==> config.mk <==
export PLATFORM = sky130hd
export DESIGN_NAME = best_price_scan
export DESIGN_NICKNAME = d
export VERILOG_FILES = /design/src/source/ob_cfg_pkg.sv /design/src/source/best_price_scan.sv
export SDC_FILE = /design/constraint.sdc
export NUM_CORES = 1
export LEC_CHECK = 0
export ABC_AREA = 1
export ABC_CLOCK_PERIOD_IN_PS = 4900
export BUFFER_PORTS_ARGS = -buffer_cell sky130_fd_sc_hd__buf_4
export CAP_MARGIN = 20
export CORE_MARGIN = 1
export CORE_UTILIZATION = 45
export DETAILED_ROUTE_END_ITERATION = 8
export PLACE_DENSITY = 0.68
export SYNTH_ARGS = -nofsm -noshare
export SYNTH_HDL_FRONTEND = slang
export SYNTH_SLANG_ARGS = --single-unit
==> constraint.sdc <==
create_clock -name i_clk -period 4.9 [get_ports i_clk]
set_input_delay 0.245 -clock i_clk [delete_from_list [all_inputs] [get_ports i_clk]]
set_output_delay 0.245 -clock i_clk [all_outputs]
set_load 0.05 [all_outputs]
==> src/source/ob_cfg_pkg.sv <==
// ######################################
// book sizing defaults and payload widths
// ######################################
package ob_cfg_pkg;

    // stocks tracked by one book
    localparam int NUM_STOCKS_DEF = 4;
    // resting orders per stock on each side
    localparam int BOOK_DEPTH_DEF = 8;

    typedef logic [31:0] price_t;
    typedef logic [15:0] qty_t;
    typedef logic [31:0] order_id_t;

endpackage

==> src/source/best_price_scan.sv <==
`timescale 1ns/1ps
// ######################################
// sequential best price search
// ######################################
module best_price_scan #(
    parameter int NUM_STOCKS   = 4,
    parameter int BOOK_DEPTH   = 8,
    parameter bit PICK_HIGHEST = 1,
    localparam int SW = $clog2(NUM_STOCKS),
    localparam int CW = $clog2(BOOK_DEPTH + 1),
    localparam int IW = $clog2(BOOK_DEPTH)
) (
    input  logic               i_clk,
    input  logic               i_reset_n,
    input  logic [SW-1:0]      i_stock,
    input  logic               i_start,
    input  logic [CW-1:0]      i_count,
    input  ob_cfg_pkg::price_t i_read_price,
    output logic [IW-1:0]      o_read_slot,
    output logic               o_done,
    output ob_cfg_pkg::price_t o_best
);
    ob_cfg_pkg::price_t best_mem [NUM_STOCKS];
    ob_cfg_pkg::price_t acc;
    logic [CW-1:0]      idx;
    logic               running;
    logic               take;

    assign o_read_slot = idx[IW-1:0];
    assign o_done      = running && (idx == i_count);
    assign o_best      = best_mem[i_stock];

    // slot 0 seeds the running extreme
    always_comb begin
        if (idx == '0) take = 1'b1;
        else if (PICK_HIGHEST) take = (i_read_price > acc);
        else take = (i_read_price < acc);
    end

    always_ff @(posedge i_clk) begin
        if (!i_reset_n) begin
            running <= 1'b0;
            for (int k = 0; k < NUM_STOCKS; k++) begin
                best_mem[k] <= '0;
            end
        end else if (i_start) begin
            running <= 1'b1;
        end else if (o_done) begin
            // empty side leaves acc at zero
            running           <= 1'b0;
            best_mem[i_stock] <= acc;
        end
    end

    always_ff @(posedge i_clk) begin
        if (i_start) begin
            idx <= '0;
            acc <= '0;
        end else if (running && !o_done) begin
            idx <= idx + 1'b1;
            if (take) acc <= i_read_price;
        end
    end

endmodule

; Yosys cells after proc, flatten, opt, wreduce, memory -nomap -nowiden
; Memories as Yosys holds them, arrays and structs flattened.
; Index checks and enable logic that the tools add are counted.
[classes]
n_addsub = 1
n_lt_le_gt_ge = 1
eq_ne = 1
mux = 11
n_reduce_logical = 7
[op_table]
columns = op, count
row1 = greater-than comparator 32 bit, 1
row2 = 2-to-1 mux 32 bit, 1
row3 = OR reduction 32 bit, 1
row4 = 2-to-1 mux 1 bit, 9
row5 = "adder 4 x 1 -> 4 bit, second input constant", 1
row6 = == test 4 bit, 1
row7 = zero test 4 bit, 1
row8 = logical AND 1 bit, 2
row9 = 2-to-1 mux 2 bit, 1
row10 = AND reduction 2 bit, 1
row11 = nonzero test 2 bit, 1
row12 = zero test 1 bit, 1
[totals]
reg_bits = 37
mem_bits_rw = 128
inputBits = 41
wordCells = 25
memories = 1
[memory_table]
columns = memory, words, word_bits, rd, rd_ports_with_merged_regs, write_ports, line
row1 = best_mem, 4, 32, 1, 0, 4, best_price_scan.sv:23  ; ob_cfg_pkg::price_t best_mem [NUM_STOCKS];

; Depth between registers and ports, before layout
[logic_depth]
word_depth = 8
ltp_mapped = 19
ltp_nobuf = 18

; Worst setup path before layout
; Ideal clock, no wire load.
[synth_timing]
path_kind = register -> register
start = register idx[1]
end = memory best_mem[2][0] in the netlist's numbering, enable pin
setup_ns = 0.466
arrival_time_ns = 3.539
slack_ns = 0.895
stages_incl_launch_ff = 7
synth_period_minus_slack_ns = 4.005
cell_sequence = dfxtp_1 or2_0 a21oi_1 nand3_2 nor2_4 nand2_1 o21ai_0
[synth_lines]
columns = element, line
row1 = "start, declared", best_price_scan.sv:25  ; logic [CW-1:0] idx;
row2 = "start signal, assigned", best_price_scan.sv:60  ; idx <= idx + 1'b1;
row3 = "end, declared", best_price_scan.sv:23

; Worst setup path in the final report
[layout_timing]
start = input i_stock[0]
end = output o_best[12]
[layout_between]
elab_chain_len = 1
[layout_rtl]
columns = element, line
row1 = "start, declared", best_price_scan.sv:15  ; input logic [SW-1:0] i_stock,
row2 = memory (4 x 32 bit), -
row3 = "end, declared", best_price_scan.sv:21  ; output ob_cfg_pkg::price_t o_best
; No other way between the ends.

==> impl_summary.log <==
[metrics] status: completed
[metrics] count of buffering cells on the critical path with inverters included: 4
[metrics] most frequent cell after synthesis: nor2_1
[metrics] H-tree depth: 4
[metrics] Cell Area, Synth: 8120 sq um
[metrics] post-CTS setup-driven buffer insertion count: 0
[metrics] buffer type at the clock tree root: clkbuf_16
[metrics] reg2reg setup slack: 2.28 ns
[metrics] cell taking the most area after synthesis: edfxtp_1
[metrics] detailed router's first-iteration violation count: 508
[metrics] Critical Path Sink Type: primary output
[metrics] DP Wirelength: 11.1 mm
[metrics] IO Port Bufs: 76
[metrics] simple-gate share of the synthesized area: 20.9%
[metrics] Finish-stage setup viols: 0
[metrics] cell area power density: 365 nW/um^2
[metrics] mux share of post-synthesis cell area: 0%
[metrics] Top cell by count, worst path: buf_4
[metrics] worst hold path class: primary input to register
[metrics] via count of the routed design: 6052
[metrics] number of nets in the final layout: 977
[metrics] Antenna Nets Post-Route: 0
[metrics] max-cap check violation count: 0
[metrics] core area: 17500 sq um
[metrics] syn_area_per_cell: 9.51 sq um
[metrics] met3 capacity usage during global routing: 4.74%
[metrics] maximum buffer depth of the clock tree: 2
[metrics] # diodes: 0
[metrics] number of clock sinks seen by CTS: 165
[metrics] startpoint class of the critical path: primary input
[metrics] overall routing resource usage: 20.9%
[metrics] cell family with most CP delay: buffers and inverters
[metrics] number of buffers added by the clock tree synthesis step: 17
[metrics] commonest cells in the netlist: nor2_1 (237), edfxtp_1 (128), inv_1 (77), nand2_1 (73), a21oi_1 (48)
[metrics] insertion delay to the later sink of the worst-skew pair: 0.43 ns
[metrics] number of antenna violations at the first check in global routing: 0
[metrics] global-route wire length before repair: 29.3 mm
[metrics] number of hold buffers added after cts: 0
[metrics] worst slew slack as a fraction of its limit: 44.8%
[metrics] compound-gate portion of the synthesized area: 9.34%
[metrics] fillers: 1578
[metrics] initial core utilization: 46.4%
[metrics] met2 Track Usage GR: 32.0%
[metrics] pin slew with the least headroom to its limit: 0.828 ns
[metrics] critical setup path kind: primary input to primary output
[metrics] critical path data arrival time: 2.40 ns
[metrics] met1 layer usage reported by global route: 28.8%
[metrics] weighted congestion at the end of routability-driven global placement: 0.736
[metrics] area of the multi-input gates: 2930 sq um
[metrics] vias in the first global route: 5609
[metrics] biggest area contributors in the synthesized netlist: edfxtp_1 (47%), nor2_1 (11%), dfxtp_1 (9.1%)
[metrics] part of the cycle the worst path needs: 53.9%
[metrics] final worst-path setup slack: 2.26 ns
[metrics] Worst Skew: 0.00809 ns
[metrics] Area Overhead vs Synth: 14.6%
[metrics] # rows: 48
[metrics] syn nets: 929
[metrics] global-route layer with the greatest usage: met2
[metrics] largest fanout on the critical path: 67
[metrics] Most used DFF post-synth: edfxtp_1
[metrics] die width: 136 um
[metrics] ratio of cells with drive above 1 in the final layout: 15.6%
[metrics] number of top-level design ports: 77
[metrics] detailed-route wire length: 18.5 mm
[metrics] sum of negative setup slack: 0 ns
[metrics] leakage power summed over all cells: 3.69 nW
[metrics] Avg WL per Cell: 16.2 um
[metrics] register area share after synthesis: 56.5%
[metrics] worst-path cell chain: buf_4, inv_2, buf_4, nor2_1, o32ai_1, buf_4
[metrics] shortest clock period the worst path allows after layout: 2.64 ns
[metrics] fraction of the core area covered by cells at the end of the flow: 53.2%
[metrics] area share of fa/ha/maj cells after synthesis: 5.24%
[metrics] synth warn: 0
[metrics] Worst-path clk slew: 0.06 ns
[metrics] number of hold violations in the final report: 0
[metrics] maximum number of pins on one net before global-route repair: 68
[metrics] total overflow reported by the global router: 0
[metrics] residual DRC count: 0
[metrics] worst vdd rail ir drop: 0.000258 V
[metrics] register area: 4580 sq um
[metrics] Die Outline Area: 18600 sq um
[metrics] CTS tree: yes
[metrics] post-synthesis share of cell area spent on xor and xnor gates: 0.324%
[metrics] setup repair after global routing missed its margin: false
[metrics] worst setup slack after placement: 1.98 ns
[metrics] die extent in y: 136 um
[metrics] post-synth cell types: 32
[metrics] gate count after technology mapping: 854
[metrics] number of instances resized during post-cts repair: 0
[metrics] fraction of synthesis flops using an asynchronous set or reset pin: 0%
[metrics] Final Max Slew Viols: 0
[metrics] slowest stage cell, crit path: inv_2
[metrics] Max Fclk: 378 MHz
[metrics] critical path data required time: 4.66 ns
[metrics] main combinational cell family by area after synthesis: simple AND/OR/NAND/NOR gates
[metrics] Initial DRT Pass Iterations: 6
[metrics] Yosys reg bits: 165
[metrics] count of flip-flops with a built-in enable after synthesis: 128
[metrics] detailed-route vias per instance: 5.31
[metrics] largest stage delay on the critical path: 0.52 ns
[metrics] share of the synthesized area in the top cell type: 47.3%
==> area by class of cell <==
| type | count | share of cell area [%] |
|---|---|---|
| tap | 225 | 3.03 |
| sequential | 165 | 49.3 |
| clock buffer | 17 | 4.57 |
| inverter | 78 | 3.15 |
| multi-input combinational | 554 | 31.5 |
| clock inverter | 14 | 1.28 |
| timing repair buffer | 86 | 7.21 |
==> layout by cell type, fill, tap and decap left out <==
cell type     n
and3_1        1
o21ai_0      40
inv_2         2
or2_0         1
nor2_1      237
nor3_2       16
nor2_4        2
nand2_1      73
nand2_2       2
buf_12        2
clkbuf_16    17
bufinv_16     2
dfxtp_1      37
clkinvlp_4    1
nand2_4       2
clkinv_2      8
xnor2_1       2
inv_1        76
buf_4        84
nand3_2       2
xor2_1        1
o21ai_1       1
nor3_1       16
edfxtp_1    128
a21oi_1      48
o21a_1        1
a21o_1        1
o21ai_4       2
nand3_1      36
o32ai_1      32
ha_1         34
nand4_1       2
a21boi_0      1
nor4_2        1
clkinv_1      3
==> per-layer routing <==
layer	part of all wire, %	wire length [um]
met5	0	0
met4	1.8	336
met3	4.8	884
met2	47	8660
met1	47	8610
==> registers in the layout, indices dropped and copies added (netlist names) <==
| name | cells |
|---|---|
| best_mem | 128 |
| idx | 4 |
| running | 1 |
| acc | 32 |
==> final timing paths <==
kind              start              to  cells after the start
max reg2reg      idx[1]  best_mem[1][0]                      9
max          i_stock[0]      o_best[12]                      6
min           i_reset_n         running                      2
min reg2reg     acc[19]         acc[19]                      2
==> per-stage QoR <==
step                      area, sq um  hold slack (ns)  power, W  instances
after floorplan                  8120            0.399   0.00201        854
after global placement           8720            0.459   0.00216       1106
after detailed placement         8720            0.467   0.00217       1106
after CTS                        9270            0.131   0.00340       1137
after global routing             9310            0.139   0.00353       1139
final                            9310            0.141   0.00340       1139
==> kinds of logic after synthesis <==
group / count (synthesis)
adders and majority gates: 34
buffers and inverters: 135
and+or+nand+nor: 391
xor gates and xnor gates: 3
DFF: 165
AOI/OAI and AO/OA: 126
==> where the power goes <==
group	internal [W]	total, W	switching, W
logic	0.000169	0.000544	0.000375
clock network	0.000733	0.00126	0.000525
registers	0.00157	0.00160	0.0000265
No activity file was read; power rests on OpenSTA's default activity.
