<file path="src/source/ob_cfg_pkg.sv">
// ######################################
// book sizing defaults and payload widths
// ######################################
package ob_cfg_pkg;

    // stocks tracked by one book
    localparam int NUM_STOCKS_DEF = 4;
    // resting orders per stock on each side
    localparam int BOOK_DEPTH_DEF = 8;

    typedef logic [31:0] price_t;
    typedef logic [15:0] qty_t;
    typedef logic [31:0] order_id_t;

endpackage

</file>
<file path="src/source/side_book.sv">
`timescale 1ns/1ps
// ######################################
// one side of the book, slots per stock
// ######################################
module side_book #(
    parameter int NUM_STOCKS = 4,
    parameter int BOOK_DEPTH = 8,
    localparam int SW = $clog2(NUM_STOCKS),
    localparam int CW = $clog2(BOOK_DEPTH + 1),
    localparam int IW = $clog2(BOOK_DEPTH)
) (
    input  logic                  i_clk,
    input  logic                  i_reset_n,
    input  logic [SW-1:0]         i_stock,
    input  ob_cfg_pkg::order_id_t i_order_id,
    input  ob_cfg_pkg::qty_t      i_qty,
    input  ob_cfg_pkg::price_t    i_price,
    input  logic                  i_append,
    input  logic                  i_decrement,
    input  logic                  i_remove,
    input  logic [IW-1:0]         i_read_slot,
    output logic                  o_hit,
    output ob_cfg_pkg::qty_t      o_hit_qty,
    output ob_cfg_pkg::price_t    o_hit_price,
    output logic                  o_full,
    output logic [CW-1:0]         o_count,
    output ob_cfg_pkg::price_t    o_read_price,
    output logic                  o_remove_done
);
    ob_cfg_pkg::qty_t      qty_mem   [NUM_STOCKS][BOOK_DEPTH];
    ob_cfg_pkg::price_t    price_mem [NUM_STOCKS][BOOK_DEPTH];
    ob_cfg_pkg::order_id_t id_mem    [NUM_STOCKS][BOOK_DEPTH];
    logic [CW-1:0]         count     [NUM_STOCKS];
    logic [CW-1:0]         cur_count;
    logic [IW-1:0]         hit_slot;
    logic [IW-1:0]         rm_slot;
    logic                  rm_busy;
    logic                  rm_last;

    assign cur_count    = count[i_stock];
    assign o_count      = cur_count;
    assign o_full       = (cur_count == CW'(BOOK_DEPTH));
    assign o_read_price = price_mem[i_stock][i_read_slot];

    // walk down so the lowest matching slot is the one kept
    always_comb begin
        o_hit    = 1'b0;
        hit_slot = '0;
        for (int s = BOOK_DEPTH - 1; s >= 0; s--) begin
            if (s < cur_count && id_mem[i_stock][s] == i_order_id) begin
                o_hit    = 1'b1;
                hit_slot = IW'(s);
            end
        end
    end

    assign o_hit_qty   = qty_mem[i_stock][hit_slot];
    assign o_hit_price = price_mem[i_stock][hit_slot];

    // last removal cycle once nothing is left above the slot being filled
    assign rm_last       = rm_busy && (rm_slot + 1 >= cur_count - 1);
    assign o_remove_done = rm_last;

    always_ff @(posedge i_clk) begin
        if (i_append) begin
            qty_mem[i_stock][cur_count[IW-1:0]]   <= i_qty;
            price_mem[i_stock][cur_count[IW-1:0]] <= i_price;
            id_mem[i_stock][cur_count[IW-1:0]]    <= i_order_id;
        end
        if (i_decrement) begin
            qty_mem[i_stock][hit_slot] <= o_hit_qty - i_qty;
        end
        if (i_remove) begin
            rm_slot <= hit_slot;
        end else if (rm_busy && !rm_last) begin
            rm_slot <= rm_slot + 1'b1;
        end
        if (rm_busy) begin
            // pull the next entry down one slot
            if (rm_slot + 1 < cur_count) begin
                qty_mem[i_stock][rm_slot]   <= qty_mem[i_stock][rm_slot + 1];
                price_mem[i_stock][rm_slot] <= price_mem[i_stock][rm_slot + 1];
                id_mem[i_stock][rm_slot]    <= id_mem[i_stock][rm_slot + 1];
            end
            if (rm_last) begin
                qty_mem[i_stock][cur_count - 1]   <= '0;
                price_mem[i_stock][cur_count - 1] <= '0;
                id_mem[i_stock][cur_count - 1]    <= '0;
            end
        end
    end

    always_ff @(posedge i_clk) begin
        if (!i_reset_n) begin
            rm_busy <= 1'b0;
            for (int k = 0; k < NUM_STOCKS; k++) begin
                count[k] <= '0;
            end
        end else begin
            if (i_append) count[i_stock] <= cur_count + 1'b1;
            if (i_remove) rm_busy <= 1'b1;
            if (rm_last) begin
                rm_busy        <= 1'b0;
                count[i_stock] <= cur_count - 1'b1;
            end
        end
    end

endmodule

</file>
<file path="config.mk">
export PLATFORM = sky130hd
export DESIGN_NAME = side_book
export DESIGN_NICKNAME = d
export VERILOG_FILES = /design/src/source/ob_cfg_pkg.sv /design/src/source/side_book.sv
export SDC_FILE = /design/constraint.sdc
export NUM_CORES = 2
export LEC_CHECK = 0
export BUFFER_PORTS_ARGS = -buffer_cell sky130_fd_sc_hd__buf_2
export CORE_UTILIZATION = 60
export DETAILED_ROUTE_END_ITERATION = 12
export PLACE_DENSITY = 0.73
export SYNTH_ARGS = -nofsm -noshare
export SYNTH_HDL_FRONTEND = slang
export SYNTH_SLANG_ARGS = --single-unit
</file>
<file path="constraint.sdc">
create_clock -name i_clk -period 15.2 [get_ports i_clk]
set_input_delay 0.76 -clock i_clk [delete_from_list [all_inputs] [get_ports i_clk]]
set_output_delay 0.76 -clock i_clk [all_outputs]
set_load 0.02 [all_outputs]
</file>
* Yosys cells after proc, flatten, opt, wreduce, memory -nomap -nowiden
Memories as Yosys holds them, arrays and structs flattened.
Cells that the tools add are included.
** Operators by class
- Reduce and logical (&&, ||, !) cells :: 18
- Muxes and demuxes :: 1480
- Bitwise logic cells :: 1416
- Equality and inequality tests :: 9
- $lt $le $gt $ge :: 20
- Add/subtract/negate cells :: 6
** Operators with widths (number)
- 1-bit two-way mux :: 1428
- 1-bit OR :: 1409
- 256-bit two-way mux :: 3
- 128-bit two-way mux :: 4
- 32-bit binary-select mux with 3-bit select :: 4
- 32-bit two-way mux :: 11
- 32-bit demux with 3-bit select :: 3
- 32-bit == test :: 8
- 16-bit demux with 3-bit select :: 4
- 16-bit two-way mux :: 8
- 16-bit binary-select mux with 3-bit select :: 2
- 33-bit by 4-bit >= comparator with 1-bit output (second input constant) :: 2
- 33-bit by 1-bit less-than comparator with 1-bit output (second input constant) :: 1
- 32-bit inverter with 33-bit output :: 1
- 4-bit inverter with 33-bit output :: 1
- 32-bit >= comparator :: 1
- 32-bit by 4-bit less-than comparator with 1-bit output :: 1
- 3-bit two-way mux :: 10
- 4-bit >= comparator (second input constant) :: 4
- 3-bit by 4-bit less-than comparator with 1-bit output (first input constant) :: 4
- 3-bit inverter with 4-bit output :: 4
- 16-bit subtractor :: 1
- 1-bit logical AND :: 14
- 4-bit by 1-bit less-than comparator with 1-bit output (second input constant) :: 3
- 15 further kinds :: 18
** Word-level totals
- RAM bits :: 2576
- Memories :: 4
- Bits in registers :: 4
- Output and inout bits :: 87
** Memories
- id_mem :: depth 4, bits a word 256, read ports 1, clocked after memory_dff 0, write ports 1, line side_book.sv:32 : ob_cfg_pkg::order_id_t id_mem [NUM_STOCKS][BOOK_DEPTH];
- price_mem :: depth 4, bits a word 256, read ports 1, clocked after memory_dff 0, write ports 1, line side_book.sv:31 : ob_cfg_pkg::price_t price_mem [NUM_STOCKS][BOOK_DEPTH];
- qty_mem :: depth 4, bits a word 128, read ports 1, clocked after memory_dff 0, write ports 1, line side_book.sv:30 : ob_cfg_pkg::qty_t qty_mem [NUM_STOCKS][BOOK_DEPTH];
- count :: depth 4, bits a word 4, read ports 1, clocked after memory_dff 0, write ports 4, line side_book.sv:33 : logic [CW-1:0] count [NUM_STOCKS];

* Depth between registers and ports, before layout
An unclocked memory read counts as a cell.
- Word-level depth :: 20
- Depth in mapped cells :: 39
- Depth with buffers taken out :: 30

* Least setup slack after synthesis
Ideal clock, no wire load.
- Path type :: input to register
- From :: input i_stock[0]
- To :: memory qty_mem[0][110] (netlist name) (data pin)
- Path buffers :: 6
- Setup slack :: 6.593 ns
- Arrival time :: 8.390 ns
- Stages on the path :: 34
- Required time :: 14.983 ns
- Cells stage by stage :: buf_6 buf_8 buf_6 buf_2 mux4_2 buf_1 inv_1 ha_1 nand2b_1 nor2_1 nand4b_1 or4_4 o21ai_0 nor2_1 nand2_1 clkbuf_1 o22ai_1 nor3_1 ha_1 inv_1 fa_1 a21o_1 a21oi_1 o21ai_0 a21oi_1 o21bai_1 a21oi_1 o21bai_1 a2111oi_0 o31ai_1 a21oi_1 xnor2_1 mux2i_1 a211oi_1
** On the way
- Word-level cells in the longest chain between the ends :: 20
- Elaborated cells between the ends (all ways) :: 68
- Classes of those cells :: add/sub: 2; order compare: 14; eq/ne: 8; mux: 28; bitwise: 2; reduce/logical: 11; memory: 3
** RTL lines
- start, declared :: line side_book.sv:14 : input logic [SW-1:0] i_stock,
- memory 4 x 4 bit *
- named net o_count[0] :: line side_book.sv:26 : output logic [CW-1:0] o_count,
- branches (longest 18 deep; another with 3-bit by 4-bit less-than comparator with 1-bit output)
- 1-bit two-way mux (no line) *
- end, declared :: line side_book.sv:30
Mark *: on every way through the listed nets, which the timed path passes. The select of a mux whose other input is x is not followed.

* Worst setup path after layout
- From :: input i_stock[0]
- To :: memory qty_mem[2][13] (netlist name) (data pin)
** On the way
- Word-level cells in the longest chain between the ends :: 20
- Elaborated cells between the ends (all ways) :: 68
- Classes of those cells :: add/sub: 2; order compare: 14; eq/ne: 8; mux: 28; bitwise: 2; reduce/logical: 11; memory: 3
** RTL lines
- branches (longest 19 deep; another with memory 4 x 4 bit)
- 1-bit two-way mux (no line) *
Mark *: on every way between the ends. The select of a mux whose other input is x is not followed.

==> out/qor.txt <==
status: finished clean
hpwl dp: 235000 um
Final #Nets: 7246
Synth cell types: 96
total clock sinks: 2580
RSZ-0062 raised after global routing: false
cts repair resizes: 0
total global routing overflow: 0
portion of netlist area occupied by mux cells: 0.199
area growth from synthesis to layout: 10.0%
final wirelength: 401000 um
Initial DRC Count: 12283
Port Buffers: 176
main combinational cell family by area after synthesis: multiplexers
Critical Path End: qty_mem[2][13]
largest net degree at the start of global routing: 133
maximum VDD drop: 138 uV
proportion of layout cells with a drive suffix above 1: 0.238
Final setup violation count: 0
die area: 0.201 mm2
Num CTS Buffers: 284
Hold Path Class: input port to flip-flop
kind of critical path: input port to flip-flop
TritonCTS clock tree: done
die width: 449 um
first-pass GRT wire length: 558000 um
Worst Slack Setup Final: 5030 ps
Place WS: 4310 ps
CP endpoint kind: flip-flop
synthesized instance count: 7075
Syn. warnings: 0
Skew-Pair Late Insertion Delay: 960 ps
post-synthesis compound-gate area fraction: 0.0596
FMAX: 0.0983 GHz
row count: 163
most common cell after layout, fill and taps aside: edfxtp_1
clock tree root buffer cell: clkbuf_16
reg2reg path depth: 25
Die Ht: 449 um
largest fanout on the critical path: 95
Worst EP required: 15880 ps
Core Area: 0.198 mm2
CP Launch Point: i_stock[0]
CTS Hold Bufs: 0
EDFF count, synth: 2579
arrival time worst endpoint: 10850 ps
Static Leak: 0.0421 uW
DRT Pass-1 Iters: 9
Post-Synth Adder-Cell Area: 0.00347
clock tree buffer depth: 4
period utilization: 0.669
Worst R2R Start: count[2][0]
post-route ant nets: 0
xor/xnor share of the synthesized area: 0.0189
Reg clk slew, reported paths: 60 ps
vias in the first global route: 73150
initial antenna violation count: 33
final hold vios: 0
R2R Setup Slk: 5870 ps
most frequent cells in the layout: 2579 x edfxtp_1, 784 x mux4_2, 739 x nor2_1
Post-Syn Area: 0.120 mm2
vias after detailed routing: 75087
slew at the pin with the worst max-slew slack: 1420 ps
Layout Utilization: 0.666
final hold slack: 130 ps
Synth Area in Simple Gates: 0.0456
WL per Instance: 40.1 um
post-route clock skew: 51.2 ps
Final min period: 10170 ps
Slew headroom: 0.0487
Cell Pwr Density: 137 mW/mm2
setup repair bufs after CTS: 0
syn_area_per_cell: 16.9 um2
Ports: 177
GP Congestion: 1.08
startpoint types: input port
DRC: 0
Async SR Flop Fraction: 0
setup TNS: 0 ps
Starting Density: 0.605
vias per cell: 7.52
syn_nets: 7197
sequential share of the synthesized area: 0.647
Synth Flop Type: edfxtp_1
gr usage total: 0.397
Pins Over Slew Limit: 0
Max Cap Viol: 0
synthesized flop and latch total: 2580
worst r2r dst: qty_mem[2][13]
H-tree depth: 5
## power breakdown
group / internal (uW) / switching [uW] / total (uW)
Clock: 3800 / 2750 / 6550
Combinational: 968 / 2220 / 3190
Sequential: 8230 / 50.2 / 8280
## area by class of cell
type	instances	area [um2]
Tap cell	2640	3300
Antenna cell	28	70.1
Clock inverter	115	1000
Fill cell	13171	66100
Inverter	53	214
Sequential cell	2580	77500
Multi-Input combinational cell	3830	39600
Timing Repair Buffer	375	2560
Clock buffer	365	7600
## registers in the layout (all words and copies together), names as in the netlist
register,count
rm_busy,1
id_mem,1024
price_mem,1024
count,16
rm_slot,3
qty_mem,512
## critical path: stages
cell and delay [ps]:
buf_8 470, buf_12 570, inv_2 460, nand2_1 130
o21ai_0 200, inv_1 400, nand2b_1 210, nor2_1 170
nand4b_1 350, or4_4 650, o21ai_0 940, nor2_1 330
nand2_4 360, buf_4 800, o22ai_1 210, nor2_1 270
ha_1 280, nor2b_1 130, o21ai_0 220, a21boi_0 150
o21ai_0 220, a21oi_1 140, o2111ai_1 250, nand3_1 150
a41o_1 290, xor2_1 860, mux2i_1 190, a211oi_1 480
## synth_stat cells, drive strengths merged, types with 7 or more instances
cell type / n / area [um2]
o22ai: 36 / 225
nor3: 34 / 180
nand2b: 23 / 144
and2: 10 / 62.6
a21oi: 105 / 529
nand3: 18 / 90.1
mux2i: 332 / 3330
a31oi: 7 / 58.8
inv: 52 / 198
clkbuf: 386 / 1450
nor2: 787 / 2990
o21ai: 75 / 379
nor2b: 12 / 75.1
or2: 12 / 75.1
o221ai: 29 / 272
nand2: 213 / 800
a211o: 10 / 87.6
ha: 30 / 375
a2111oi: 9 / 97.6
buf: 223 / 1510
a21boi: 10 / 78.8
and4: 7 / 61.3
mux2: 127 / 1430
o211ai: 14 / 110
xor2: 22 / 193
xnor2: 232 / 2070
a311oi: 26 / 228
nand4: 78 / 488
nor4: 22 / 144
a21o: 8 / 60.1
a211oi: 601 / 4520
mux4: 839 / 19100
o31a: 10 / 87.6
edfxtp: 2579 / 77400
and3: 7 / 43.8
## layer usage
metal  vias up  global-route usage  share of wire
met2      6580               0.600           0.46
met1     38076               0.520           0.33
met3      1407               0.100           0.14
met4         6               0.253          0.074
met5         -                   0       0.000087
li1      29018                   -              -
## logic make-up after synthesis
| family | Yosys count |
|---|---|
| multiplexers | 1298 |
| buffers and inverters | 665 |
| AO/OA/AOI/OAI | 986 |
| flip-flops | 2580 |
| adder cells (fa/ha/maj) | 32 |
| AND/OR/NAND/NOR | 1260 |
| XOR/XNOR | 254 |
## metrics by stage
| step | total power, uW | cells | instance area (um2) |
|---|---|---|---|
| global route | 18400 | 9980 | 132000 |
| global placement | 11400 | 9478 | 123000 |
| detailed placement | 11500 | 9478 | 123000 |
| CTS | 17900 | 9958 | 132000 |
| floorplan | 10300 | 7075 | 120000 |
| finish | 18000 | 9986 | 132000 |
## worst min path at each step
stage	from	endpoint	slack, ps	cells past startpoint
6_report	i_reset_n	rm_busy	130	3
5_1_grt	i_reset_n	rm_busy	120	3
4_1_cts	i_reset_n	rm_busy	80	3
3_5_place_dp	rm_busy	rm_busy	610	2
3_3_place_gp	rm_busy	rm_busy	600	2
2_1_floorplan	rm_busy	rm_busy	520	2
No activity file was read; power rests on OpenSTA's default activity.
