$ cat config.mk
export PLATFORM = sky130hd
export DESIGN_NAME = order_book_ctrl
export DESIGN_NICKNAME = d
export VERILOG_FILES = /design/src/source/ob_cfg_pkg.sv /design/src/source/ob_msg_pkg.sv /design/src/source/order_book_ctrl.sv
export SDC_FILE = /design/constraint.sdc
export NUM_CORES = 1
export LEC_CHECK = 0
export CAP_MARGIN = 10
export CORE_AREA = 2 2 175 177
export CTS_CLUSTER_DIAMETER = 120
export DETAILED_ROUTE_END_ITERATION = 16
export DIE_AREA = 0 0 177 179
export DONT_BUFFER_PORTS = 1
export PLACE_DENSITY = 0.57
export SYNTH_ARGS = -nofsm -noshare
export SYNTH_HDL_FRONTEND = slang
export SYNTH_SLANG_ARGS = --single-unit
export TNS_END_PERCENT = 100
$ cat constraint.sdc
create_clock -name i_clk -period 8.3 [get_ports i_clk]
set_input_delay 1.66 -clock i_clk [delete_from_list [all_inputs] [get_ports i_clk]]
set_output_delay 1.66 -clock i_clk [all_outputs]
set_load 0.01 [all_outputs]
$ cat src/source/ob_cfg_pkg.sv
// ######################################
// book sizing defaults and payload widths
// ######################################
package ob_cfg_pkg;

    // stocks tracked by one book
    localparam int NUM_STOCKS_DEF = 4;
    // resting orders per stock on each side
    localparam int BOOK_DEPTH_DEF = 8;

    typedef logic [31:0] price_t;
    typedef logic [15:0] qty_t;
    typedef logic [31:0] order_id_t;

endpackage

$ cat src/source/ob_msg_pkg.sv
// ######################################
// order kind and side encodings
// controller state encoding
// ######################################
package ob_msg_pkg;

    // code 3 never names a valid kind
    typedef enum logic [1:0] {
        ADD     = 2'd0,
        CANCEL  = 2'd1,
        EXECUTE = 2'd2
    } order_kind_e;

    // sell rests on the ask side, buy on the bid side
    typedef enum logic {
        SELL = 1'b0,
        BUY  = 1'b1
    } side_e;

    typedef enum logic [2:0] {
        IDLE    = 3'd0,
        APPLY   = 3'd1,
        REMOVE  = 3'd2,
        SCAN    = 3'd3,
        PRESENT = 3'd4
    } ctrl_state_e;

endpackage

$ cat src/source/order_book_ctrl.sv
`timescale 1ns/1ps
// ######################################
// order sequencing FSM with last prices
// and the quote output
// ######################################
module order_book_ctrl #(
    parameter int NUM_STOCKS = 4,
    localparam int SW = $clog2(NUM_STOCKS)
) (
    input  logic                    i_clk,
    input  logic                    i_reset_n,
    input  logic                    i_order_valid,
    input  ob_msg_pkg::order_kind_e i_kind,
    input  ob_msg_pkg::side_e       i_side,
    input  logic [SW-1:0]           i_stock,
    input  ob_cfg_pkg::qty_t        i_qty,
    input  ob_cfg_pkg::price_t      i_price,
    input  ob_cfg_pkg::order_id_t   i_order_id,
    input  logic                    i_consumer_ready,
    input  logic                    i_bid_hit,
    input  logic                    i_ask_hit,
    input  ob_cfg_pkg::qty_t        i_bid_hit_qty,
    input  ob_cfg_pkg::qty_t        i_ask_hit_qty,
    input  ob_cfg_pkg::price_t      i_bid_hit_price,
    input  ob_cfg_pkg::price_t      i_ask_hit_price,
    input  logic                    i_bid_full,
    input  logic                    i_ask_full,
    input  logic                    i_bid_remove_done,
    input  logic                    i_ask_remove_done,
    input  logic                    i_bid_scan_done,
    input  logic                    i_ask_scan_done,
    input  ob_cfg_pkg::price_t      i_bid_best,
    input  ob_cfg_pkg::price_t      i_ask_best,
    output logic [SW-1:0]           o_stock,
    output ob_cfg_pkg::order_id_t   o_order_id,
    output ob_cfg_pkg::qty_t        o_qty,
    output ob_cfg_pkg::price_t      o_price,
    output logic                    o_bid_append,
    output logic                    o_ask_append,
    output logic                    o_bid_decrement,
    output logic                    o_ask_decrement,
    output logic                    o_bid_remove,
    output logic                    o_ask_remove,
    output logic                    o_bid_scan_start,
    output logic                    o_ask_scan_start,
    output logic                    o_book_busy,
    output logic                    o_quote_valid,
    output ob_cfg_pkg::price_t      o_best_bid,
    output ob_cfg_pkg::price_t      o_best_ask,
    output ob_cfg_pkg::price_t      o_last_price,
    output logic                    o_reject
);
    ob_msg_pkg::ctrl_state_e state, next_state;
    ob_msg_pkg::order_kind_e kind_q;
    ob_msg_pkg::side_e       side_q;
    ob_cfg_pkg::price_t      last_price [NUM_STOCKS];
    ob_cfg_pkg::price_t      last_val;
    ob_cfg_pkg::price_t      sel_price;
    ob_cfg_pkg::qty_t        sel_qty;
    logic is_buy, sel_hit, sel_full, sel_remove_done, sel_scan_done;
    logic do_append, do_decrement, do_remove, do_reject, do_last;
    logic scan_start_q;
    logic reject_q;

    // everything after acceptance goes to the side named in the order
    assign is_buy          = (side_q == ob_msg_pkg::BUY);
    assign sel_hit         = is_buy ? i_bid_hit : i_ask_hit;
    assign sel_qty         = is_buy ? i_bid_hit_qty : i_ask_hit_qty;
    assign sel_price       = is_buy ? i_bid_hit_price : i_ask_hit_price;
    assign sel_full        = is_buy ? i_bid_full : i_ask_full;
    assign sel_remove_done = is_buy ? i_bid_remove_done : i_ask_remove_done;
    assign sel_scan_done   = is_buy ? i_bid_scan_done : i_ask_scan_done;

    // accept or reject, decided from the lookup in APPLY
    always_comb begin
        do_append    = 1'b0;
        do_decrement = 1'b0;
        do_remove    = 1'b0;
        do_reject    = 1'b0;
        do_last      = 1'b0;
        last_val     = o_price;
        if (state == ob_msg_pkg::APPLY) begin
            case (kind_q)
                ob_msg_pkg::ADD: begin
                    do_reject = sel_full;
                    do_append = !sel_full;
                    do_last   = !sel_full;
                end
                ob_msg_pkg::CANCEL: begin
                    do_reject = !sel_hit;
                    do_remove = sel_hit;
                end
                ob_msg_pkg::EXECUTE: begin
                    if (!sel_hit || o_qty > sel_qty) begin
                        do_reject = 1'b1;
                    end else begin
                        // trades at the resting price
                        do_last      = 1'b1;
                        last_val     = sel_price;
                        do_remove    = (o_qty == sel_qty);
                        do_decrement = (o_qty != sel_qty);
                    end
                end
                default: do_reject = 1'b1;
            endcase
        end
    end

    always_comb begin
        next_state = state;
        case (state)
            ob_msg_pkg::IDLE: begin
                if (i_order_valid) next_state = ob_msg_pkg::APPLY;
            end
            ob_msg_pkg::APPLY: begin
                if (do_reject) next_state = ob_msg_pkg::PRESENT;
                else if (do_remove) next_state = ob_msg_pkg::REMOVE;
                else next_state = ob_msg_pkg::SCAN;
            end
            ob_msg_pkg::REMOVE: begin
                if (sel_remove_done) next_state = ob_msg_pkg::SCAN;
            end
            ob_msg_pkg::SCAN: begin
                if (sel_scan_done) next_state = ob_msg_pkg::PRESENT;
            end
            ob_msg_pkg::PRESENT: begin
                if (i_consumer_ready) next_state = ob_msg_pkg::IDLE;
            end
            default: next_state = ob_msg_pkg::IDLE;
        endcase
    end

    always_ff @(posedge i_clk) begin
        if (!i_reset_n) begin
            state        <= ob_msg_pkg::IDLE;
            o_stock      <= '0;
            scan_start_q <= 1'b0;
            reject_q     <= 1'b0;
            for (int k = 0; k < NUM_STOCKS; k++) begin
                last_price[k] <= '0;
            end
        end else begin
            state        <= next_state;
            scan_start_q <= (next_state == ob_msg_pkg::SCAN) && (state != ob_msg_pkg::SCAN);
            if (state == ob_msg_pkg::IDLE && i_order_valid) o_stock <= i_stock;
            if (state == ob_msg_pkg::APPLY) reject_q <= do_reject;
            if (do_last) last_price[o_stock] <= last_val;
        end
    end

    // order fields, sampled only at acceptance
    always_ff @(posedge i_clk) begin
        if (state == ob_msg_pkg::IDLE && i_order_valid) begin
            kind_q     <= i_kind;
            side_q     <= i_side;
            o_order_id <= i_order_id;
            o_qty      <= i_qty;
            o_price    <= i_price;
        end
    end

    assign o_bid_append     = do_append && is_buy;
    assign o_ask_append     = do_append && !is_buy;
    assign o_bid_decrement  = do_decrement && is_buy;
    assign o_ask_decrement  = do_decrement && !is_buy;
    assign o_bid_remove     = do_remove && is_buy;
    assign o_ask_remove     = do_remove && !is_buy;
    assign o_bid_scan_start = scan_start_q && is_buy;
    assign o_ask_scan_start = scan_start_q && !is_buy;

    assign o_book_busy   = (state != ob_msg_pkg::IDLE);
    assign o_quote_valid = (state == ob_msg_pkg::PRESENT);
    // quote fields hold still while PRESENT since the stock is latched
    assign o_best_bid    = i_bid_best;
    assign o_best_ask    = i_ask_best;
    assign o_last_price  = last_price[o_stock];
    assign o_reject      = reject_q;

endmodule

# Word-level counts from Yosys, hierarchy flattened
# Memories as Yosys holds them, arrays and structs flattened. A register that Yosys moved wholly into a read port is not among the register bits.
# Cells that the tools add are included.
dict set report op_classes {
  magnitude_cmp 1
  n_eq_ne 10
  muxes 39
  reduce_logical 18
}
# op count
set ops {}
lappend ops {{32-bit 2-to-1 mux} 5}
lappend ops {{32-bit OR reduction} 1}
lappend ops {{1-bit 2-to-1 mux} 21}
lappend ops {{16-bit equality test} 1}
lappend ops {{16-bit greater-than comparator} 1}
lappend ops {{16-bit 2-to-1 mux} 1}
lappend ops {{16-bit != test} 1}
lappend ops {{3-bit 2-to-1 mux} 5}
lappend ops {{3-bit one-hot mux with 5 select lines} 1}
lappend ops {{1-bit logical AND} 10}
lappend ops {{3-bit by 2-bit equality test with 1-bit output (second input constant)} 3}
lappend ops {{2-bit 2-to-1 mux} 3}
lappend ops {{1-bit one-hot mux with 2 select lines} 2}
lappend ops {{3-bit by 1-bit equality test with 1-bit output (second input constant)} 1}
lappend ops {{3-bit equality test (second input constant)} 1}
lappend ops {{1-bit zero test} 3}
lappend ops {{3-bit zero test} 1}
lappend ops {{3-bit by 2-bit != test with 1-bit output (second input constant)} 1}
lappend ops {{1-bit one-hot mux with 3 select lines} 1}
lappend ops {{3-bit nonzero test} 1}
lappend ops {{2-bit by 1-bit equality test with 1-bit output (second input constant)} 1}
lappend ops {{2-bit equality test (second input constant)} 1}
lappend ops {{2-bit zero test} 1}
lappend ops {{1-bit logical OR} 1}
dict set report totals {
  regBits 90
  ramBits 128
  in_bits 257
  wordCells 78
  mem_count 1
}
# name words width read_ports rd_clocked_by_memory_dff wr line_no
set memory_table {}
lappend memory_table {last_price 4 32 1 1 4 order_book_ctrl.sv:56} ;# ob_cfg_pkg::price_t last_price [NUM_STOCKS];

# Depth between registers and ports, before layout
# Gate-level depths: netlist of run 1.
dict set report logic_depth {
  ltp_word 11
  mapped_depth 14
  mapped_depth_nobuf 8
}

# Worst setup path after synthesis of run 1
# Ideal clock, no wire load.
dict set report synth_path {
  kind {input-to-reg}
  from {input port i_order_valid}
  to {register (tool-made name)}
  setup_ns 0.126
  t_arrival_ns 5.722
  required_time_ns 8.174
  setup_slack_ns 2.452
  cell_stages 4
  cell_sequence {inv_1 nor2_1 mux2i_1 nor2_1}
}
# element line_no
set synth_rtl {}
lappend synth_rtl {{start, declared} order_book_ctrl.sv:12} ;# input logic i_order_valid,

# Final worst setup path of run 1
dict set report layout_path {
  from {register side_q (netlist: is_buy)}
  to {output port o_ask_remove}
}
dict set report layout_between {
  elab_chain_cells 7
  word_cells_on_any_way 11
}
# element line_no
set layout_lines {}
lappend layout_lines {{start, declared} order_book_ctrl.sv:55} ;# ob_msg_pkg::side_e side_q;
lappend layout_lines {{start signal, assigned} order_book_ctrl.sv:155} ;# side_q <= i_side;
lappend layout_lines {{16-bit 2-to-1 mux or 1-bit 2-to-1 mux (tied branches)} {order_book_ctrl.sv:68, order_book_ctrl.sv:67}}
lappend layout_lines {{16-bit greater-than comparator or 1-bit zero test (tied branches)} order_book_ctrl.sv:94} ;# if (!sel_hit || o_qty > sel_qty) begin
lappend layout_lines {{1-bit logical OR} order_book_ctrl.sv:94}
lappend layout_lines {{1-bit 2-to-1 mux} order_book_ctrl.sv:94}
lappend layout_lines {{1-bit one-hot mux with 2 select lines} order_book_ctrl.sv:83} ;# case (kind_q)
lappend layout_lines {{1-bit 2-to-1 mux} order_book_ctrl.sv:82} ;# if (state == ob_msg_pkg::APPLY) begin
lappend layout_lines {{1-bit logical AND *} order_book_ctrl.sv:167} ;# assign o_ask_remove = do_remove && !is_buy;
lappend layout_lines {{end, declared} order_book_ctrl.sv:43} ;# output logic o_ask_remove,
# Mark *: on every way between the ends. The rest lies on a longest branch, timed or not.

==> impl_metrics.csv, run 1 <==
group,metric,value,unit
synthesis,syn_area_per_cell,12.7,um^2
layout,nets,1119,
sta,timing.final.crit_share,62.9,%
critical_path,critPathMaxFanout,60,
min_path,holdCritStartpoint,"state[1]$_SDFF_PN0_",
cts,hold_buffers,0,
detailed_routing,viasPerCell,5.80,
critical_path,crit_path_start_kind,"flip-flop",
synthesis,netlist_instances,939,
detailed_routing,vias,7306,
layout,drive_gt1_share,15.0,%
global_routing,gr-total-overflow,0,
critical_path,reg2reg_from,"is_buy$_DFFE_PP_",
place,place_area,11700,um^2
die,io_pins,446,
layout,stdcell_count,1259,
sta,rsz0062_at_grt,"false",
cts,cts_tree,"done",
cts,clk_pin_slew,0.06,ns
sta,period_minus_slack,5.22,ns
global_routing,antenna_found_initial,4,
critical_path,required,6.64,ns
layout,final_core_utilization,41.8,%
run_status,outcome,"completed",
cts,clk-insertion-delay-late,0.54,ns
global_routing,grt_pass1_wl,45800,um
sta,fmax,192,MHz
global_routing,track_usage,19.4,%
synthesis,synth_edf_count,211,
cts,cts_resized,0,
layout,areaGrowthSynthToFinish,5.27,%
sta,worstMarginPinSlew,1.16,ns
detailed_routing,post_drt_wl_per_cell,25.2,um
power_and_ir_drop,worst_ir_drop_vdd,145,uV
critical_path,path_cells,"buf_4 -> mux2i_1 -> ha_1 -> nand4_1 -> or4_1 -> o21ai_0 -> nor2b_1",
synthesis,yosysSeqAreaShare,54.7,%
detailed_routing,drt-pass1-iter-count,5,
critical_path,path_class,"reg2out",
min_path,hp-class,"reg2reg",
critical_path,slowest_stage,"buf_4",
die,core_area,30000,um^2
die,initial_utilization,39.7,%
synthesis,netlist_area,11900,um^2
critical_path,rrSetupSlack,3.55,ns
synthesis,yosysWarnings,0,
sta,finalHoldViolations,0,
flow_run,max-cap-violations,0,
place,place_congestion,0.759,
cts,h-tree-depth,1,
die,dieArea,31700,um^2
global_routing,grt_pass1_vias,7261,
sta,setup_tns,0,ns
power_and_ir_drop,power_density,268,nW/um^2
critical_path,path_buf_inv,1,
cts,cts_inserted_buffers,27,
critical_path,r2r_cells,10,
critical_path,reg2reg_to,"last_price[0][13]$_SDFFCE_PN0P_",
critical_path,end_kind,"output port",
layout,finalInstanceArea,12500,um^2
cts,clk_path_buf_depth,3,
critical_path,crit_arrival,3.56,ns
place,dpl.hpwl,18900,um
detailed_routing,wirelength,31700,um
synthesis,yosysUniqueCellTypes,46,
cts,cts-root-buf,"clkbuf_16",
place,numPortBuffers,0,
die,rows,64,
die,die_w,177,um
place,dpl.cell_count,1209,
sta,fin_skew,0.0122,ns
detailed_routing,drtIter0Drc,601,
cts,cts.sinks,220,
synthesis,ys_ff_latch,220,
sta,setup_viol,0,
detailed_routing,ant_nets,0,
global_routing,grt_max_degree,168,
critical_path,crit_family,"simple AND/OR/NAND/NOR gates",
min_path,min_to,"scan_start_q$_SDFF_PN0_",
synthesis,synth_fp_nets,1216,
critical_path,slowest_delay,0.67,ns
power_and_ir_drop,power_leakage,3.84,nW
detailed_routing,drcViolationCount,0,
die,chipHeight,179,um
cts,postCtsSetupBuffers,0,
synthesis,postSynth.asyncResetShare,0,%
min_path,hold_depth,2,
sta,holdWs,0.605,ns
sta,relSlewSlack,22.8,%
sta,slew_violations,0,
synthesis,synth_ff_type,"edfxtp_1",
==> state kept, by name, summed over array words and instances (netlist names), named ones only <==
signal,flops
state,3
o_price,32
kind_q,2
o_stock,2
scan_start_q,1
o_order_id,32
is_buy,1
last_price,128
o_qty,16
o_reject,1
==> synthesized netlist by cell type (all sizes together), types with 3 or more instances <==
library cell  count  area, um^2
a21oi             8        40.0
a2bb2oi           3        26.3
and2              4        25.0
buf              93         717
clkbuf           42         158
dfxtp             9         180
edfxtp          211        6340
ha               20         250
inv               7        26.3
mux2             35         394
mux2i           147        1470
mux4             32         721
nand2           135         507
nand2b            4        25.0
nand3           131         661
nand4             7        50.1
nor2             12        45.0
nor2b             3        18.8
nor3              3        20.0
o21ai             9        45.0
or3               3        18.8
==> report_power, final <==
part	internal [mW]	leakage, nW	switching (mW)
clock	0.639	0.389	0.457
sequential	1.44	2.13	0.194
combinational	0.224	1.32	0.410
total	2.30	3.84	1.06
==> worst max path at each step <==
| stage | start | to | slack (ns) | cells past startpoint |
|---|---|---|---|---|
| finish | is_buy$_DFFE_PP_ | o_ask_remove | 3.08 | 7 |
| global route | is_buy$_DFFE_PP_ | o_ask_remove | 2.83 | 7 |
| CTS | is_buy$_DFFE_PP_ | o_ask_decrement | 3.02 | 8 |
| detailed placement | i_bid_hit_qty[9] | last_price[0][17]$_SDFFCE_PN0P_ | 3.00 | 9 |
| global placement | i_bid_hit_qty[11] | last_price[0][17]$_SDFFCE_PN0P_ | 3.04 | 7 |
| floorplan | i_order_valid | flip-flop | 2.45 | 4 |
==> routing by layer <==
| metal | track usage [%] | vias to the layer above | routed length (um) |
|---|---|---|---|
| li1 | - | 3247 | - |
| met1 | 24.3 | 3635 | 12600 |
| met2 | 32.6 | 335 | 15500 |
| met3 | 5.00 | 83 | 2560 |
| met4 | 6.75 | 6 | 988 |
| met5 | 0 | - | 47 |
==> area by class of cell <==
cell class / count / area (um^2)
antenna: 1 / 2.50
clock buffer: 40 / 734
clock inverter: 9 / 72.6
fill: 2781 / 17500
inverter: 7 / 26.3
multi-input combinational: 577 / 4620
sequential: 220 / 6520
tap: 396 / 495
timing repair buffer: 9 / 80.1
==> stage by stage <==
stage | setup slack [ns] | power [mW]
after floorplan | 2.45 | 2.12
after global placement | 3.04 | 2.30
after detailed placement | 3.00 | 2.30
after CTS | 3.02 | 3.41
after global routing | 2.83 | 3.51
final | 3.08 | 3.36
==> cells in the final DEF (no fill, tap or decap), types with 3 or more instances in the layout <==
cell type	instances
nor2b_1	3
clkinv_2	3
nand2_1	135
edfxtp_1	211
inv_1	7
nand4_1	6
ha_1	20
clkinv_1	3
or3_1	3
buf_4	8
a2bb2oi_4	3
clkbuf_1	12
a21oi_1	7
mux4_2	32
nor2_1	7
nand2b_1	4
clkbuf_16	27
mux2_2	35
nand3_1	130
nor2_4	5
dfxtp_1	7
mux2i_1	147
and2_1	4
o21ai_0	8
==> tightest hold or removal path, cell delays in order (launching register included) <==
cell and delay, ns:
dfxtp_1 0.40, nand2_1 0.09, o31ai_1 0.07
==> logic make-up (layout without fill, tap and decap cells) <==
family | Yosys count | after routing | synth area share (%)
simple gates | 311 | 311 | 12.2
flops | 220 | 220 | 54.7
mux | 214 | 214 | 21.7
buf+inv | 142 | 65 | 7.56
compound gates | 32 | 32 | 1.80
fa+ha+maj | 20 | 20 | 2.10
other cells | 0 | 1 | 0
Note: power is estimated with default switching activity, not from simulation.
==> run 2: changes to the inputs <==
--- a/config.mk
+++ b/config.mk
@@ -5,13 +5,14 @@
 export SDC_FILE = /design/constraint.sdc
 export NUM_CORES = 1
 export LEC_CHECK = 0
+export ABC_AREA = 1
 export CAP_MARGIN = 10
 export CORE_AREA = 2 2 175 177
 export CTS_CLUSTER_DIAMETER = 120
 export DETAILED_ROUTE_END_ITERATION = 16
 export DIE_AREA = 0 0 177 179
 export DONT_BUFFER_PORTS = 1
-export PLACE_DENSITY = 0.57
+export PLACE_DENSITY = 0.52
 export SYNTH_ARGS = -nofsm -noshare
 export SYNTH_HDL_FRONTEND = slang
 export SYNTH_SLANG_ARGS = --single-unit
==> constraint.sdc (replaced) <==
create_clock -name i_clk -period 5.1 [get_ports i_clk]
set_input_delay 1.02 -clock i_clk [delete_from_list [all_inputs] [get_ports i_clk]]
set_output_delay 1.02 -clock i_clk [all_outputs]
set_load 0.01 [all_outputs]
==> impl_metrics.csv, run 2 <==
group,metric,value,unit
run_status,outcome,"completed",
detailed_routing,top_layer,"met5",
synthesis,synth_top_area_share,61.0,%
global_routing,antenna_found_initial,6,
sta,fin_ws,1.26,ns
sta,fin_skew,0.0120,ns
critical_path,critPathMaxFanout,33,
layout,regArea,6520,um^2
place,place_congestion,0.785,
power_and_ir_drop,power_leakage,4.41,nW
critical_path,end_kind,"output port",
detailed_routing,ant_nets,0,
critical_path,required,4.08,ns
critical_path,path_class,"reg2out",
critical_path,slowest_stage,"buf_4",
die,dieArea,31700,um^2
detailed_routing,viasPerCell,4.98,
layout,final_cell_mix,"211 x nor2_1, 211 x edfxtp_1, 161 x nand2_1, 71 x o21ai_0, 55 x inv_1",
critical_path,cp-endpoint,"o_bid_decrement",
global_routing,grt_pass1_wl,42300,um
power_and_ir_drop,worst_ir_drop_vdd,259,uV
cts,cts_inserted_buffers,26,
sta,setup_viol,0,
sta,slew_violations,0,
sta,timing.final.crit_share,75.2,%
power_and_ir_drop,power,4.89,mW
detailed_routing,wl_met1,11200,um
critical_path,reg2reg_from,"is_buy$_DFFE_PP_",
cts,clk_path_buf_depth,3,
sta,period_minus_slack,3.84,ns
cts,clk-insertion-delay-late,0.53,ns
die,initial_utilization,34.6,%
place,dpl.hpwl,21000,um
detailed_routing,wirelength,30400,um
layout,largest_reg_flops,128,
layout,reg.largest.list,"last_price (128), o_order_id (32), o_price (32)",
synthesis,syn_area_per_cell,10.6,um^2
detailed_routing,drcViolationCount,0,
synthesis,yosysTopAreaCell,"edfxtp_1",
die,chipHeight,179,um
synthesis,synth_fp_nets,1253,
cts,hold_buffers,0,
critical_path,slowest_delay,0.39,ns
sta,holdWs,0.577,ns
layout,largest_register,"last_price",
critical_path,path_buf_inv,1,
critical_path,startpoint,"is_buy$_DFFE_PP_",
synthesis,netlist_area,10400,um^2
sta,fmax,261,MHz
detailed_routing,drtIter0Drc,330,
layout,fillers,2983,
detailed_routing,post_drt_wl_per_cell,23.1,um
global_routing,grt_pass1_vias,6372,
detailed_routing,met3_length,2420,um
layout,final_core_utilization,37.1,%
detailed_routing,drt-pass1-iter-count,5,
synthesis,yosysUniqueCellTypes,35,
cts,cts-root-buf,"clkbuf_16",
global_routing,gr-total-overflow,0,
sta,setup_tns,0,ns
die,rows,64,
critical_path,crit_arrival,2.82,ns
cts,cts.sinks,220,
cts,cts_tree,"done",
cts,h-tree-depth,1,
layout,multi_input_area,2920,um^2
detailed_routing,met2_length,14900,um
critical_path,crit_family,"simple AND/OR/NAND/NOR gates",
place,pre_cts_slack,1.42,ns
synthesis,synth_ff_type,"edfxtp_1",
sta,finalHoldViolations,0,
critical_path,crit_path_start_kind,"flip-flop",
min_path,hp-class,"in2reg",
place,dpl.cell_count,1269,
global_routing,track_usage,18.6,%
flow_run,max-cap-violations,0,
synthesis,yosysSeqAreaShare,62.8,%
critical_path,r2r_cells,9,
layout,nets,1178,
die,io_pins,446,
cts,postCtsSetupBuffers,0,
layout,areaGrowthSynthToFinish,7.15,%
layout,finalInstanceArea,11100,um^2
critical_path,rrSetupSlack,1.51,ns
power_and_ir_drop,power_density,440,nW/um^2
synthesis,synth_edf_count,211,
detailed_routing,vias,6572,
die,die_w,177,um
global_routing,grt_max_degree,65,
cts,clk_pin_slew,0.06,ns
synthesis,netlist_top_cells_area,"edfxtp_1 61%, nor2_1 7.6%, nand2_1 6.0%",
die,core_area,30000,um^2
sta,relSlewSlack,25.7,%
sta,rsz0062_at_grt,"false",
critical_path,cp.depth,12,
synthesis,yosysWarnings,0,
critical_path,path_cells,"buf_4 -> mux2i_1 -> ha_1 -> a21oi_1 -> nor2_1 -> nor2_1 -> nand2_1 -> nand2_1 -> nand2_1 -> nand2_2 -> nand4_1 -> nor2_1",
sta,worstMarginPinSlew,1.11,ns
cts,cts_resized,0,
synthesis,netlist_instances,976,
synthesis,synth.top_cells.by_count,"211 x edfxtp_1, 211 x nor2_1, 165 x nand2_1, 71 x o21ai_0, 64 x buf_4",
synthesis,ys_ff_latch,220,
synthesis,postSynth.asyncResetShare,0,%
layout,drive_gt1_share,9.88,%
place,numPortBuffers,0,
layout,stdcell_count,1319,
place,place_area,10200,um^2
critical_path,reg2reg_to,"last_price[3][1]$_DFFE_PP_",
-- run 2: metal layers --
layer	vias to the layer above	GRT usage, %
met2	291	32.0
met5	-	0
met4	4	10.7
met3	119	4.94
li1	3111	-
met1	3047	20.7
-- run 2: final cells by class --
type	instances	area share, %
clock buffers	30	6.16
repair buffers	10	0.675
inverters	58	1.98
diodes	2	0.0450
multi-input cells	585	26.2
well taps	396	4.45
flip-flops and latches	220	58.6
clock inverters	18	1.90
-- run 2: power by group --
| part | total, mW | internal [mW] | switching, mW |
|---|---|---|---|
| logic | 0.674 | 0.165 | 0.509 |
| clock network | 1.93 | 1.17 | 0.758 |
| registers | 2.29 | 2.16 | 0.132 |
-- run 2: cell families after synthesis --
family	after synthesis	share of synthesized area [%]
multiplexers	15	1.45
adder cells (fa/ha/maj)	20	2.41
flip-flops	220	62.8
AND/OR/NAND/NOR	400	15.6
buffers and inverters	171	9.34
AO/OA/AOI/OAI	150	8.48
-- run 2: worst min-delay path by stage --
stage                                     start                  endpoint  cells past startpoint  slack [ns]
final                            i_order_id[19]  o_order_id[19]$_DFFE_PP_                      0        0.58
after global routing                i_price[11]     o_price[11]$_DFFE_PP_                      0        0.54
after CTS                             i_kind[0]       kind_q[0]$_DFFE_PP_                      0        0.55
after detailed placement    state[2]$_SDFF_PN0_   scan_start_q$_SDFF_PN0_                      3        0.58
after global placement      state[2]$_SDFF_PN0_   scan_start_q$_SDFF_PN0_                      3        0.59
after floorplan           o_reject$_SDFFE_PN0N_     o_reject$_SDFFE_PN0N_                      2        0.53
